`src/design/controlPkg.sv`:
```
package controlPkg;

	typedef enum logic [6:0]
	{
		OPC_LOAD   = 7'b0000011,
		OPC_STORE  = 7'b0100011,
		OPC_OPIMM  = 7'b0010011,
		OPC_RTYPE  = 7'b0110011,
		OPC_AUIPC  = 7'b0010111,
		OPC_LUI    = 7'b0110111,
		OPC_BRANCH = 7'b1100011,
		OPC_JALR   = 7'b1100111,
		OPC_JAL    = 7'b1101111,
		OPC_SYSTEM = 7'b1110011
	} opcodeT;

	// funct3 values repeat across instruction groups, so they are plain typed constants
	typedef logic [2:0] funct3T;

	localparam funct3T FUNCT3_ADD    = 3'b000;
	localparam funct3T FUNCT3_SLL    = 3'b001;
	localparam funct3T FUNCT3_SLT    = 3'b010;
	localparam funct3T FUNCT3_SLTU   = 3'b011;
	localparam funct3T FUNCT3_XOR    = 3'b100;
	localparam funct3T FUNCT3_SRL    = 3'b101; // also SRA, split by funct7
	localparam funct3T FUNCT3_OR     = 3'b110;
	localparam funct3T FUNCT3_AND    = 3'b111;
	localparam funct3T FUNCT3_MUL    = 3'b000;
	localparam funct3T FUNCT3_MULH   = 3'b001;
	localparam funct3T FUNCT3_MULHSU = 3'b010;
	localparam funct3T FUNCT3_MULHU  = 3'b011;
	localparam funct3T FUNCT3_DIV    = 3'b100;
	localparam funct3T FUNCT3_DIVU   = 3'b101;
	localparam funct3T FUNCT3_REM    = 3'b110;
	localparam funct3T FUNCT3_REMU   = 3'b111;
	localparam funct3T FUNCT3_ECALL  = 3'b000; // ecall, ebreak and uret
	localparam funct3T FUNCT3_CSRRW  = 3'b001;
	localparam funct3T FUNCT3_CSRRS  = 3'b010;
	localparam funct3T FUNCT3_CSRRC  = 3'b011;
	localparam funct3T FUNCT3_SYSRSV = 3'b100; // reserved in SYSTEM
	localparam funct3T FUNCT3_CSRRWI = 3'b101;
	localparam funct3T FUNCT3_CSRRSI = 3'b110;
	localparam funct3T FUNCT3_CSRRCI = 3'b111;

	typedef enum logic [6:0]
	{
		FUNCT7_BASE   = 7'b0000000,
		FUNCT7_ALT    = 7'b0100000, // sub, sra
		FUNCT7_MULDIV = 7'b0000001
	} funct7T;

	typedef enum logic [4:0]
	{
		ALU_NULL, ALU_ADD, ALU_SUB, ALU_SLL, ALU_SLT, ALU_SLTU, ALU_XOR,
		ALU_SRL, ALU_SRA, ALU_OR, ALU_AND, ALU_LUI, ALU_MUL, ALU_MULH,
		ALU_MULHSU, ALU_MULHU, ALU_DIV, ALU_DIVU, ALU_REM, ALU_REMU
	} aluOpT;

	typedef enum logic [1:0] {WB_ALU, WB_PC4, WB_MEMORY, WB_CSR} mem2RegT;

	typedef enum logic [1:0] {PC_PLUS4, PC_BRANCH, PC_JAL, PC_JALR} pcSourceT;

	typedef enum logic [1:0]
	{
		CSRNUM_INSTRUCTION = 2'd0,
		CSRNUM_UCAUSE      = 2'd1,
		CSRNUM_UEPC        = 2'd2
	} csrNumSelT;

	typedef enum logic [2:0]
	{
		CSRDATA_IMM, CSRDATA_PC, CSRDATA_INSTR, CSRDATA_RS1,
		CSRDATA_SET, CSRDATA_CLEAR, CSRDATA_SETIMM, CSRDATA_CLEARIMM
	} csrDataSelT;

	localparam int causeWidth = 4;
	localparam logic [4:0] RS2_URET = 5'b00010;

	typedef enum logic [causeWidth-1:0]
	{
		CAUSE_NONE       = 4'd0,
		CAUSE_TEXT       = 4'd1,
		CAUSE_ILLEGAL    = 4'd2,
		CAUSE_LOADFAULT  = 4'd4,
		CAUSE_LOADRANGE  = 4'd5,
		CAUSE_STOREFAULT = 4'd6,
		CAUSE_STORERANGE = 4'd7,
		CAUSE_ECALL      = 4'd8,
		CAUSE_CSR        = 4'd15
	} trapCauseT;

endpackage

```
`src/design/controlIf.sv`:
```
`timescale 1ns/1ps

interface datapathCtrlIf
	import controlPkg::*;
();
	logic origAUla;
	logic origBUla;
	logic regWrite;
	logic memWrite;
	logic memRead;
	aluOpT aluControl;
	mem2RegT mem2Reg;
	pcSourceT origPc;
	logic isLoad; // class flags for the fault checks
	logic isStore;

	modport decoder
	(
		output origAUla, origBUla, regWrite, memWrite, memRead,
		output aluControl, mem2Reg, origPc, isLoad, isStore
	);

	modport arbiter
	(
		input origAUla, origBUla, regWrite, memWrite, memRead,
		input aluControl, mem2Reg, origPc, isLoad, isStore
	);
endinterface

interface trapCtrlIf
	import controlPkg::*;
#(
	parameter int xlen = 32
)
();
	logic pcOrUtvec;
	logic csrWrite;
	logic [xlen-1:0] ucause;
	csrNumSelT selectNumRegCsr;
	csrDataSelT origWriteDataCsr;
	logic ebreak;

	modport request
	(
		output pcOrUtvec, csrWrite, ucause, selectNumRegCsr, origWriteDataCsr, ebreak
	);

	modport arbiter
	(
		input pcOrUtvec, csrWrite, ucause, selectNumRegCsr, origWriteDataCsr, ebreak
	);
endinterface

```
`src/design/aluOpDecoder.sv`:
```
`timescale 1ns/1ps

module aluOpDecoder
	import controlPkg::*;
(
	input  logic [31:0]    instr,
	datapathCtrlIf.decoder dp,
	output logic           functIllegal
);

	opcodeT opcode;
	funct3T funct3;
	funct7T funct7;

	assign opcode = opcodeT'(instr[6:0]);
	assign funct3 = instr[14:12];
	assign funct7 = funct7T'(instr[31:25]);

	// base integer table, shared by OP-IMM and R-type
	function automatic aluOpT baseOp(input funct3T f3, input logic alt, input logic isReg);
		aluOpT op;
		op = ALU_NULL;
		case (f3)
			FUNCT3_ADD:  op = (alt && isReg) ? ALU_SUB : ALU_ADD; // no subi
			FUNCT3_SLL:  op = ALU_SLL;
			FUNCT3_SLT:  op = ALU_SLT;
			FUNCT3_SLTU: op = ALU_SLTU;
			FUNCT3_XOR:  op = ALU_XOR;
			FUNCT3_SRL:  op = alt ? ALU_SRA : ALU_SRL;
			FUNCT3_OR:   op = ALU_OR;
			FUNCT3_AND:  op = ALU_AND;
		endcase
		return op;
	endfunction

	always_comb
	begin
		dp.aluControl = ALU_NULL;
		functIllegal = 1'b0;
		case (opcode)
			OPC_OPIMM:
				dp.aluControl = baseOp(funct3, funct7 == FUNCT7_ALT, 1'b0);
			OPC_RTYPE:
			begin
				case (funct7)
					FUNCT7_BASE, FUNCT7_ALT:
						dp.aluControl = baseOp(funct3, funct7 == FUNCT7_ALT, 1'b1);
					FUNCT7_MULDIV:
					begin
						case (funct3)
							FUNCT3_MUL:    dp.aluControl = ALU_MUL;
							FUNCT3_MULH:   dp.aluControl = ALU_MULH;
							FUNCT3_MULHSU: dp.aluControl = ALU_MULHSU;
							FUNCT3_MULHU:  dp.aluControl = ALU_MULHU;
							FUNCT3_DIV:    dp.aluControl = ALU_DIV;
							FUNCT3_DIVU:   dp.aluControl = ALU_DIVU;
							FUNCT3_REM:    dp.aluControl = ALU_REM;
							FUNCT3_REMU:   dp.aluControl = ALU_REMU;
						endcase
					end
					default:
						functIllegal = 1'b1; // unknown funct7
				endcase
			end
			OPC_LOAD, OPC_STORE, OPC_AUIPC, OPC_BRANCH, OPC_JAL, OPC_JALR:
				dp.aluControl = ALU_ADD; // address or target sum
			OPC_LUI:
				dp.aluControl = ALU_LUI;
			default:
				dp.aluControl = ALU_NULL;
		endcase
	end

endmodule

```
`src/design/controlUnit.sv`:
```
`timescale 1ns/1ps

module controlUnit
	import controlPkg::*;
#(
	parameter int xlen = 32
)
(
	input  logic            clock,
	input  logic            reset,
	input  logic [31:0]     instr,
	input  logic            outText,
	input  logic            pcMisaligned,
	input  logic            exceptionLoad,
	input  logic            exceptionStore,
	input  logic            outData,
	output logic            origAUla,
	output logic            origBUla,
	output logic            regWrite,
	output logic            memWrite,
	output logic            memRead,
	output logic [4:0]      aluControl,
	output logic [1:0]      mem2Reg,
	output logic [1:0]      origPc,
	output logic            pcOrUtvec,
	output logic            csrWrite,
	output logic [xlen-1:0] ucause,
	output logic [1:0]      selectNumRegCsr,
	output logic [2:0]      origWriteDataCsr,
	output logic            ebreak
);

	datapathCtrlIf dpIf ();
	trapCtrlIf #(.xlen(xlen)) sysReqIf ();

	logic opcodeIllegal;
	logic functIllegal;
	logic systemIllegal;
	logic nextOrigAUla;
	logic nextOrigBUla;
	logic nextRegWrite;
	logic nextMemWrite;
	logic nextMemRead;
	aluOpT nextAluControl;
	mem2RegT nextMem2Reg;
	pcSourceT nextOrigPc;
	logic nextPcOrUtvec;
	logic nextCsrWrite;
	logic [xlen-1:0] nextUcause;
	csrNumSelT nextSelectNumRegCsr;
	csrDataSelT nextOrigWriteDataCsr;
	logic nextEbreak;

	mainDecoder i_mainDecoder (.instr(instr), .dp(dpIf), .opcodeIllegal(opcodeIllegal));

	aluOpDecoder i_aluOpDecoder (.instr(instr), .dp(dpIf), .functIllegal(functIllegal));

	systemDecoder i_systemDecoder (.instr(instr), .req(sysReqIf), .systemIllegal(systemIllegal));

	trapArbiter #(.xlen(xlen)) i_trapArbiter
	(
		.dp(dpIf), .req(sysReqIf),
		.opcodeIllegal(opcodeIllegal), .functIllegal(functIllegal),
		.systemIllegal(systemIllegal),
		.outText(outText), .pcMisaligned(pcMisaligned), .exceptionLoad(exceptionLoad),
		.exceptionStore(exceptionStore), .outData(outData),
		.origAUla(nextOrigAUla), .origBUla(nextOrigBUla), .regWrite(nextRegWrite),
		.memWrite(nextMemWrite), .memRead(nextMemRead), .aluControl(nextAluControl),
		.mem2Reg(nextMem2Reg), .origPc(nextOrigPc), .pcOrUtvec(nextPcOrUtvec),
		.csrWrite(nextCsrWrite), .ucause(nextUcause),
		.selectNumRegCsr(nextSelectNumRegCsr), .origWriteDataCsr(nextOrigWriteDataCsr),
		.ebreak(nextEbreak)
	);

	always_ff @(posedge clock)
	begin
		if (reset)
		begin
			origAUla <= 1'b0;
			origBUla <= 1'b0;
			regWrite <= 1'b0;
			memWrite <= 1'b0;
			memRead <= 1'b0;
			aluControl <= ALU_NULL;
			mem2Reg <= WB_ALU;
			origPc <= PC_PLUS4;
			pcOrUtvec <= 1'b0;
			csrWrite <= 1'b0;
			ucause <= '0;
			selectNumRegCsr <= CSRNUM_INSTRUCTION;
			origWriteDataCsr <= CSRDATA_IMM;
			ebreak <= 1'b0;
		end
		else
		begin
			origAUla <= nextOrigAUla; // one cycle decode latency
			origBUla <= nextOrigBUla;
			regWrite <= nextRegWrite;
			memWrite <= nextMemWrite;
			memRead <= nextMemRead;
			aluControl <= nextAluControl;
			mem2Reg <= nextMem2Reg;
			origPc <= nextOrigPc;
			pcOrUtvec <= nextPcOrUtvec;
			csrWrite <= nextCsrWrite;
			ucause <= nextUcause;
			selectNumRegCsr <= nextSelectNumRegCsr;
			origWriteDataCsr <= nextOrigWriteDataCsr;
			ebreak <= nextEbreak;
		end
	end

endmodule

```
`src/design/mainDecoder.sv`:
```
`timescale 1ns/1ps

module mainDecoder
	import controlPkg::*;
(
	input  logic [31:0]    instr,
	datapathCtrlIf.decoder dp,
	output logic           opcodeIllegal
);

	opcodeT opcode;
	funct3T funct3;

	assign opcode = opcodeT'(instr[6:0]);
	assign funct3 = instr[14:12];

	always_comb
	begin
		dp.origAUla = 1'b0;
		dp.origBUla = 1'b0;
		dp.regWrite = 1'b0;
		dp.memWrite = 1'b0;
		dp.memRead = 1'b0;
		dp.mem2Reg = WB_ALU;
		dp.origPc = PC_PLUS4;
		dp.isLoad = 1'b0;
		dp.isStore = 1'b0;
		opcodeIllegal = 1'b0;
		case (opcode)
			OPC_LOAD:
			begin
				dp.origBUla = 1'b1; // base + offset
				dp.regWrite = 1'b1;
				dp.memRead = 1'b1;
				dp.mem2Reg = WB_MEMORY;
				dp.isLoad = 1'b1;
			end
			OPC_STORE:
			begin
				dp.origBUla = 1'b1;
				dp.memWrite = 1'b1;
				dp.isStore = 1'b1;
			end
			OPC_OPIMM, OPC_LUI:
			begin
				dp.origBUla = 1'b1; // immediate operand
				dp.regWrite = 1'b1;
			end
			OPC_RTYPE:
				dp.regWrite = 1'b1;
			OPC_AUIPC:
			begin
				dp.origAUla = 1'b1; // pc as operand A
				dp.origBUla = 1'b1;
				dp.regWrite = 1'b1;
			end
			OPC_BRANCH:
				dp.origPc = PC_BRANCH;
			OPC_JALR:
			begin
				dp.regWrite = 1'b1;
				dp.mem2Reg = WB_PC4; // link address
				dp.origPc = PC_JALR;
			end
			OPC_JAL:
			begin
				dp.regWrite = 1'b1;
				dp.mem2Reg = WB_PC4;
				dp.origPc = PC_JAL;
			end
			OPC_SYSTEM:
			begin
				// csr ops return the old csr value in rd
				dp.regWrite = (funct3 != FUNCT3_ECALL);
				dp.mem2Reg = WB_CSR;
			end
			default:
				opcodeIllegal = 1'b1;
		endcase
	end

endmodule

```
`src/design/systemDecoder.sv`:
```
`timescale 1ns/1ps

module systemDecoder
	import controlPkg::*;
(
	input  logic [31:0]    instr,
	trapCtrlIf.request     req,
	output logic           systemIllegal
);

	opcodeT opcode;
	funct3T funct3;
	logic [4:0] rs2;
	logic ebreakBit;
	trapCauseT cause;

	assign opcode = opcodeT'(instr[6:0]);
	assign funct3 = instr[14:12];
	assign rs2 = instr[24:20];
	assign ebreakBit = instr[20]; // imm 1 selects ebreak

	always_comb
	begin
		req.pcOrUtvec = 1'b0;
		req.csrWrite = 1'b0;
		req.selectNumRegCsr = CSRNUM_INSTRUCTION;
		req.origWriteDataCsr = CSRDATA_IMM;
		req.ebreak = 1'b0;
		cause = CAUSE_NONE;
		systemIllegal = 1'b0;
		if (opcode == OPC_SYSTEM)
		begin
			case (funct3)
				FUNCT3_ECALL:
				begin
					if (ebreakBit)
						req.ebreak = 1'b1; // halt, no trap
					else if (rs2 == RS2_URET)
					begin
						req.pcOrUtvec = 1'b1; // return through uepc
						req.selectNumRegCsr = CSRNUM_UEPC;
					end
					else
					begin
						req.pcOrUtvec = 1'b1;
						req.csrWrite = 1'b1;
						req.selectNumRegCsr = CSRNUM_UCAUSE;
						req.origWriteDataCsr = CSRDATA_PC;
						cause = CAUSE_ECALL;
					end
				end
				FUNCT3_SYSRSV:
					systemIllegal = 1'b1;
				default:
				begin
					req.csrWrite = 1'b1;
					cause = CAUSE_CSR;
					case (funct3)
						FUNCT3_CSRRW:  req.origWriteDataCsr = CSRDATA_RS1;
						FUNCT3_CSRRS:  req.origWriteDataCsr = CSRDATA_SET;
						FUNCT3_CSRRC:  req.origWriteDataCsr = CSRDATA_CLEAR;
						FUNCT3_CSRRWI: req.origWriteDataCsr = CSRDATA_IMM;
						FUNCT3_CSRRSI: req.origWriteDataCsr = CSRDATA_SETIMM;
						FUNCT3_CSRRCI: req.origWriteDataCsr = CSRDATA_CLEARIMM;
						default:       req.origWriteDataCsr = CSRDATA_IMM;
					endcase
				end
			endcase
		end
		req.ucause = '0; // zero extend the cause code
		req.ucause[causeWidth-1:0] = cause;
	end

endmodule

```
`src/design/trapArbiter.sv`:
```
`timescale 1ns/1ps

module trapArbiter
	import controlPkg::*;
#(
	parameter int xlen = 32
)
(
	datapathCtrlIf.arbiter dp,
	trapCtrlIf.arbiter     req,
	input  logic            opcodeIllegal,
	input  logic            functIllegal,
	input  logic            systemIllegal,
	input  logic            outText,
	input  logic            pcMisaligned,
	input  logic            exceptionLoad,
	input  logic            exceptionStore,
	input  logic            outData,
	output logic            origAUla,
	output logic            origBUla,
	output logic            regWrite,
	output logic            memWrite,
	output logic            memRead,
	output aluOpT           aluControl,
	output mem2RegT         mem2Reg,
	output pcSourceT        origPc,
	output logic            pcOrUtvec,
	output logic            csrWrite,
	output logic [xlen-1:0] ucause,
	output csrNumSelT       selectNumRegCsr,
	output csrDataSelT      origWriteDataCsr,
	output logic            ebreak
);

	logic illegal;
	logic trapTaken;
	trapCauseT trapCause;
	csrDataSelT trapData;

	assign illegal = opcodeIllegal | functIllegal | systemIllegal;

	always_comb
	begin
		trapTaken = 1'b1;
		trapCause = CAUSE_NONE;
		trapData = CSRDATA_PC; // uepc gets the faulting pc
		if (outText)
			trapCause = CAUSE_TEXT;
		else if (pcMisaligned)
			trapCause = CAUSE_NONE; // misaligned fetch reports cause 0
		else if (illegal)
		begin
			trapCause = CAUSE_ILLEGAL;
			trapData = CSRDATA_INSTR;
		end
		else if (dp.isLoad && outData)
			trapCause = CAUSE_LOADRANGE;
		else if (dp.isStore && outData)
			trapCause = CAUSE_STORERANGE;
		else if (dp.isLoad && exceptionLoad)
			trapCause = CAUSE_LOADFAULT;
		else if (dp.isStore && exceptionStore)
			trapCause = CAUSE_STOREFAULT;
		else
			trapTaken = 1'b0;
	end

	always_comb
	begin
		if (trapTaken)
		begin
			origAUla = 1'b0;
			origBUla = 1'b0;
			regWrite = 1'b0; // no architectural side effects
			memWrite = 1'b0;
			memRead = 1'b0;
			aluControl = ALU_NULL;
			mem2Reg = WB_ALU;
			origPc = PC_PLUS4;
			pcOrUtvec = 1'b1; // jump to utvec
			csrWrite = 1'b1;
			ucause = xlen'(trapCause);
			selectNumRegCsr = CSRNUM_UCAUSE;
			origWriteDataCsr = trapData;
			ebreak = 1'b0;
		end
		else
		begin
			origAUla = dp.origAUla;
			origBUla = dp.origBUla;
			regWrite = dp.regWrite;
			memWrite = dp.memWrite;
			memRead = dp.memRead;
			aluControl = dp.aluControl;
			mem2Reg = dp.mem2Reg;
			origPc = dp.origPc;
			pcOrUtvec = req.pcOrUtvec; // ecall, uret or csr op
			csrWrite = req.csrWrite;
			ucause = req.ucause;
			selectNumRegCsr = req.selectNumRegCsr;
			origWriteDataCsr = req.origWriteDataCsr;
			ebreak = req.ebreak;
		end
	end

endmodule

```
`config.mk`:
```
export PLATFORM = sky130hd
export DESIGN_NAME = controlUnit
export DESIGN_NICKNAME = d
export VERILOG_FILES = /design/src/design/controlPkg.sv /design/src/design/controlIf.sv /design/src/design/aluOpDecoder.sv /design/src/design/controlUnit.sv /design/src/design/mainDecoder.sv /design/src/design/systemDecoder.sv /design/src/design/trapArbiter.sv
export SDC_FILE = /design/constraint.sdc
export NUM_CORES = 1
export LEC_CHECK = 0
export BUFFER_PORTS_ARGS = -buffer_cell sky130_fd_sc_hd__buf_4
export CORE_ASPECT_RATIO = 1.5
export CORE_MARGIN = 1.5
export CORE_UTILIZATION = 44
export DETAILED_ROUTE_END_ITERATION = 12
export PLACE_DENSITY = 0.92
export SETUP_SLACK_MARGIN = 0.05
export SKIP_LAST_GASP = 1
export SYNTH_ARGS = -nofsm -noshare
export SYNTH_HDL_FRONTEND = slang
export SYNTH_SLANG_ARGS = --single-unit
```
`constraint.sdc`:
```
create_clock -name clock -period 2.3 [get_ports clock]
set_input_delay 0.23 -clock clock [delete_from_list [all_inputs] [get_ports clock]]
set_output_delay 0.23 -clock clock [all_outputs]
set_load 0.05 [all_outputs]
```
==> metrics.csv <==
metric,value,unit
global-route wire length before repair,5.80,mm
min Tclk post-route,1830,ps
Pwr per Cell Area,551,nW/µm²
drt drc,0,
Final ANT Viol Nets,0,
worst slack at placement,230,ps
"non-filler cells, final",290,
total detailed-routing wirelength,3.62,mm
relative slew slack,60.5,%
Layout Nets,288,
met3 usage,2.33,%
clock tree buffer depth,2,
clock transition at the registers of the reported paths,80,ps
Placed Area,1910,µm²
total core area,3450,µm²
CTS tree,yes,
Cell Rows,26,
"Req. time, crit path",2480,ps
post-cts resize count,0,
Buffers on Ports,54,
max_cap viols,0,
setup bufs post-CTS,0,
"Hold Vio Cnt, Final",0,
initial antenna violation count,0,
Synth cell types,49,
TritonCTS Buffers,3,
Max VDD drop,0.320,mV
Critical Path End Type,register,
leakage power,0.881,nW
Die Width,52.2,µm
die area,4010,µm²
drt initial violations,37,
RSZ-0062 raised after global routing,false,
GRT overflow,0,
Clock Tree Root,clkbuf_8,
GPL Wtd Cong,0.914,
post-synth top area share,32.6,%
synth-to-layout area growth,24.0,%
post-DP HPWL,2.85,mm
Crit Path Class,input port to register,
met1 Use GR,22.5,%
die height,76.8,µm
ys flop type,dfxtp_1,
all-layer global routing usage,18.4,%
CP max FO,13,
Avg Vias per Cell,5.30,
Mapped Area,1600,µm²
pin count of the biggest net entering global routing,19,
hold path depth,2,
"FFs w/ async S/R, synth",0,%
vias,1538,
number of synthesized flops with an enable pin,0,
Cells after Synth,199,
startpoint types,input port,
status,completed,
Ports,93,
routed len/inst,12.5,µm
Worst Hold Slack,171,ps
GR peak layer,met2,
# fillers,349,
share of cells above drive strength 1,27.8,%
Ys Warns,0,
Worst Tran Pin Value,577,ps
initial core utilization,46.4,%
Setup TNS,0,ps
clk sinks,26,
vias in the first global route,1328,
PnR worst setup slack,468,ps
mean area per synthesized cell,8.04,µm²
CP Data Arrival Time,2010,ps
design area,1980,µm²
dominant cells by area after synthesis,"dfxtp_1, buf_4, nor3_1",
1st-pass router iterations,4,
leading area contributor after synthesis,dfxtp_1,
final setup vio count,0,
count of final max-slew check failures,0,
placed cells,286,
GRT met2 Usage,29.5,%
H-tree depth,1,
f_max,546,MHz
# diodes,0,
cts hold-fix bufs,0,
sequential share of the synthesized area,32.6,%
#FFs+latches synth,26,
Hold Crit Class,input port to register,
final worst-path cycle share,79.7,%
==> cell families (layout without fill, tap and decap cells) <==
| logic type | count (synthesis) | in the layout | share of synthesized area, % |
|---|---|---|---|
| fa+ha+maj | 1 | 1 | 0.626 |
| simple gates | 87 | 87 | 32.3 |
| other cells | 1 | 28 | 0.235 |
| flops | 26 | 26 | 32.6 |
| buf+inv | 44 | 66 | 18.0 |
| mux | 2 | 2 | 1.33 |
| compound gates | 38 | 38 | 14.9 |
==> report_power, final <==
| group | internal (mW) | switching [mW] |
|---|---|---|
| clock network | 0.233 | 0.134 |
| registers | 0.456 | 0.00167 |
| logic | 0.0699 | 0.198 |
==> worst max-delay path: stages <==
cell and delay (ps):
buf_4 110, nor3_2 310, nand3_1 210, a211o_1 370, or3b_4 490, nor4b_1 290
==> cell usage in the layout, fill, tap and decap left out, types with 4 or more instances in the layout <==
cell type	synthesis	layout
buf_4	28	57
conb_1	1	28
dfxtp_1	26	26
nor2_1	16	16
nor3_1	13	13
nand2_1	11	11
a21oi_1	10	10
o21ai_0	10	10
nand3_1	7	7
inv_1	5	5
a211oi_1	5	5
nand2b_1	4	4
nand4_1	4	4
nor4b_1	4	4
==> cell usage after synthesis (2+ instances only) <==
master and number:
a31oi_1 3, a21o_1 2, inv_1 5, a21oi_1 10
a21boi_0 2, buf_6 2, and2_1 3, nand3_1 7
nand2_1 11, buf_4 28, nor3_1 13, or2_2 2
and4b_1 2, a211oi_1 5, buf_2 2, nor3b_1 2
nand4_1 4, or3_1 3, clkbuf_1 6, and3_1 3
o21ai_0 10, nand2b_1 4, dfxtp_1 26, nor4b_1 4
nor2_1 16
==> registers in the layout, indices dropped and copies added (netlist names) <==
register / flops
aluControl: 5
ucause: 4
origWriteDataCsr: 3
mem2Reg: 2
origPc: 2
selectNumRegCsr: 2
csrWrite: 1
ebreak: 1
memRead: 1
memWrite: 1
origAUla: 1
origBUla: 1
pcOrUtvec: 1
regWrite: 1
==> area by class of cell <==
class                      instances  area (µm²)  area share (%)
timing repair buffer              57         428            21.6
clock buffer                       3        41.3            2.08
inverter                           5        18.8           0.946
sequential                        26         520            26.2
multi-input combinational        156         892            45.0
clock inverter                     1        30.0            1.51
tap                               42        52.6            2.65
==> metrics by stage <==
step / power (mW) / utilization, %
after CTS: 1.10 / 57.5
final: 1.09 / 57.5
after floorplan: 0.701 / -
after detailed placement: 0.733 / 55.4
after global placement: 0.730 / 55.4
after global routing: 1.13 / 57.5
==> metal layers <==
layer	up-vias	wire, µm
li1	757	-
met3	11	334
met4	0	125
met5	-	0
met2	93	1810
met1	677	1360
==> worst paths after layout <==
| path | startpoint | slack, ps | to |
|---|---|---|---|
| setup / recovery | instr[26] | 470 | origBUla |
| hold / removal | reset | 170 | csrWrite |
(Power assumes the default switching activity.)
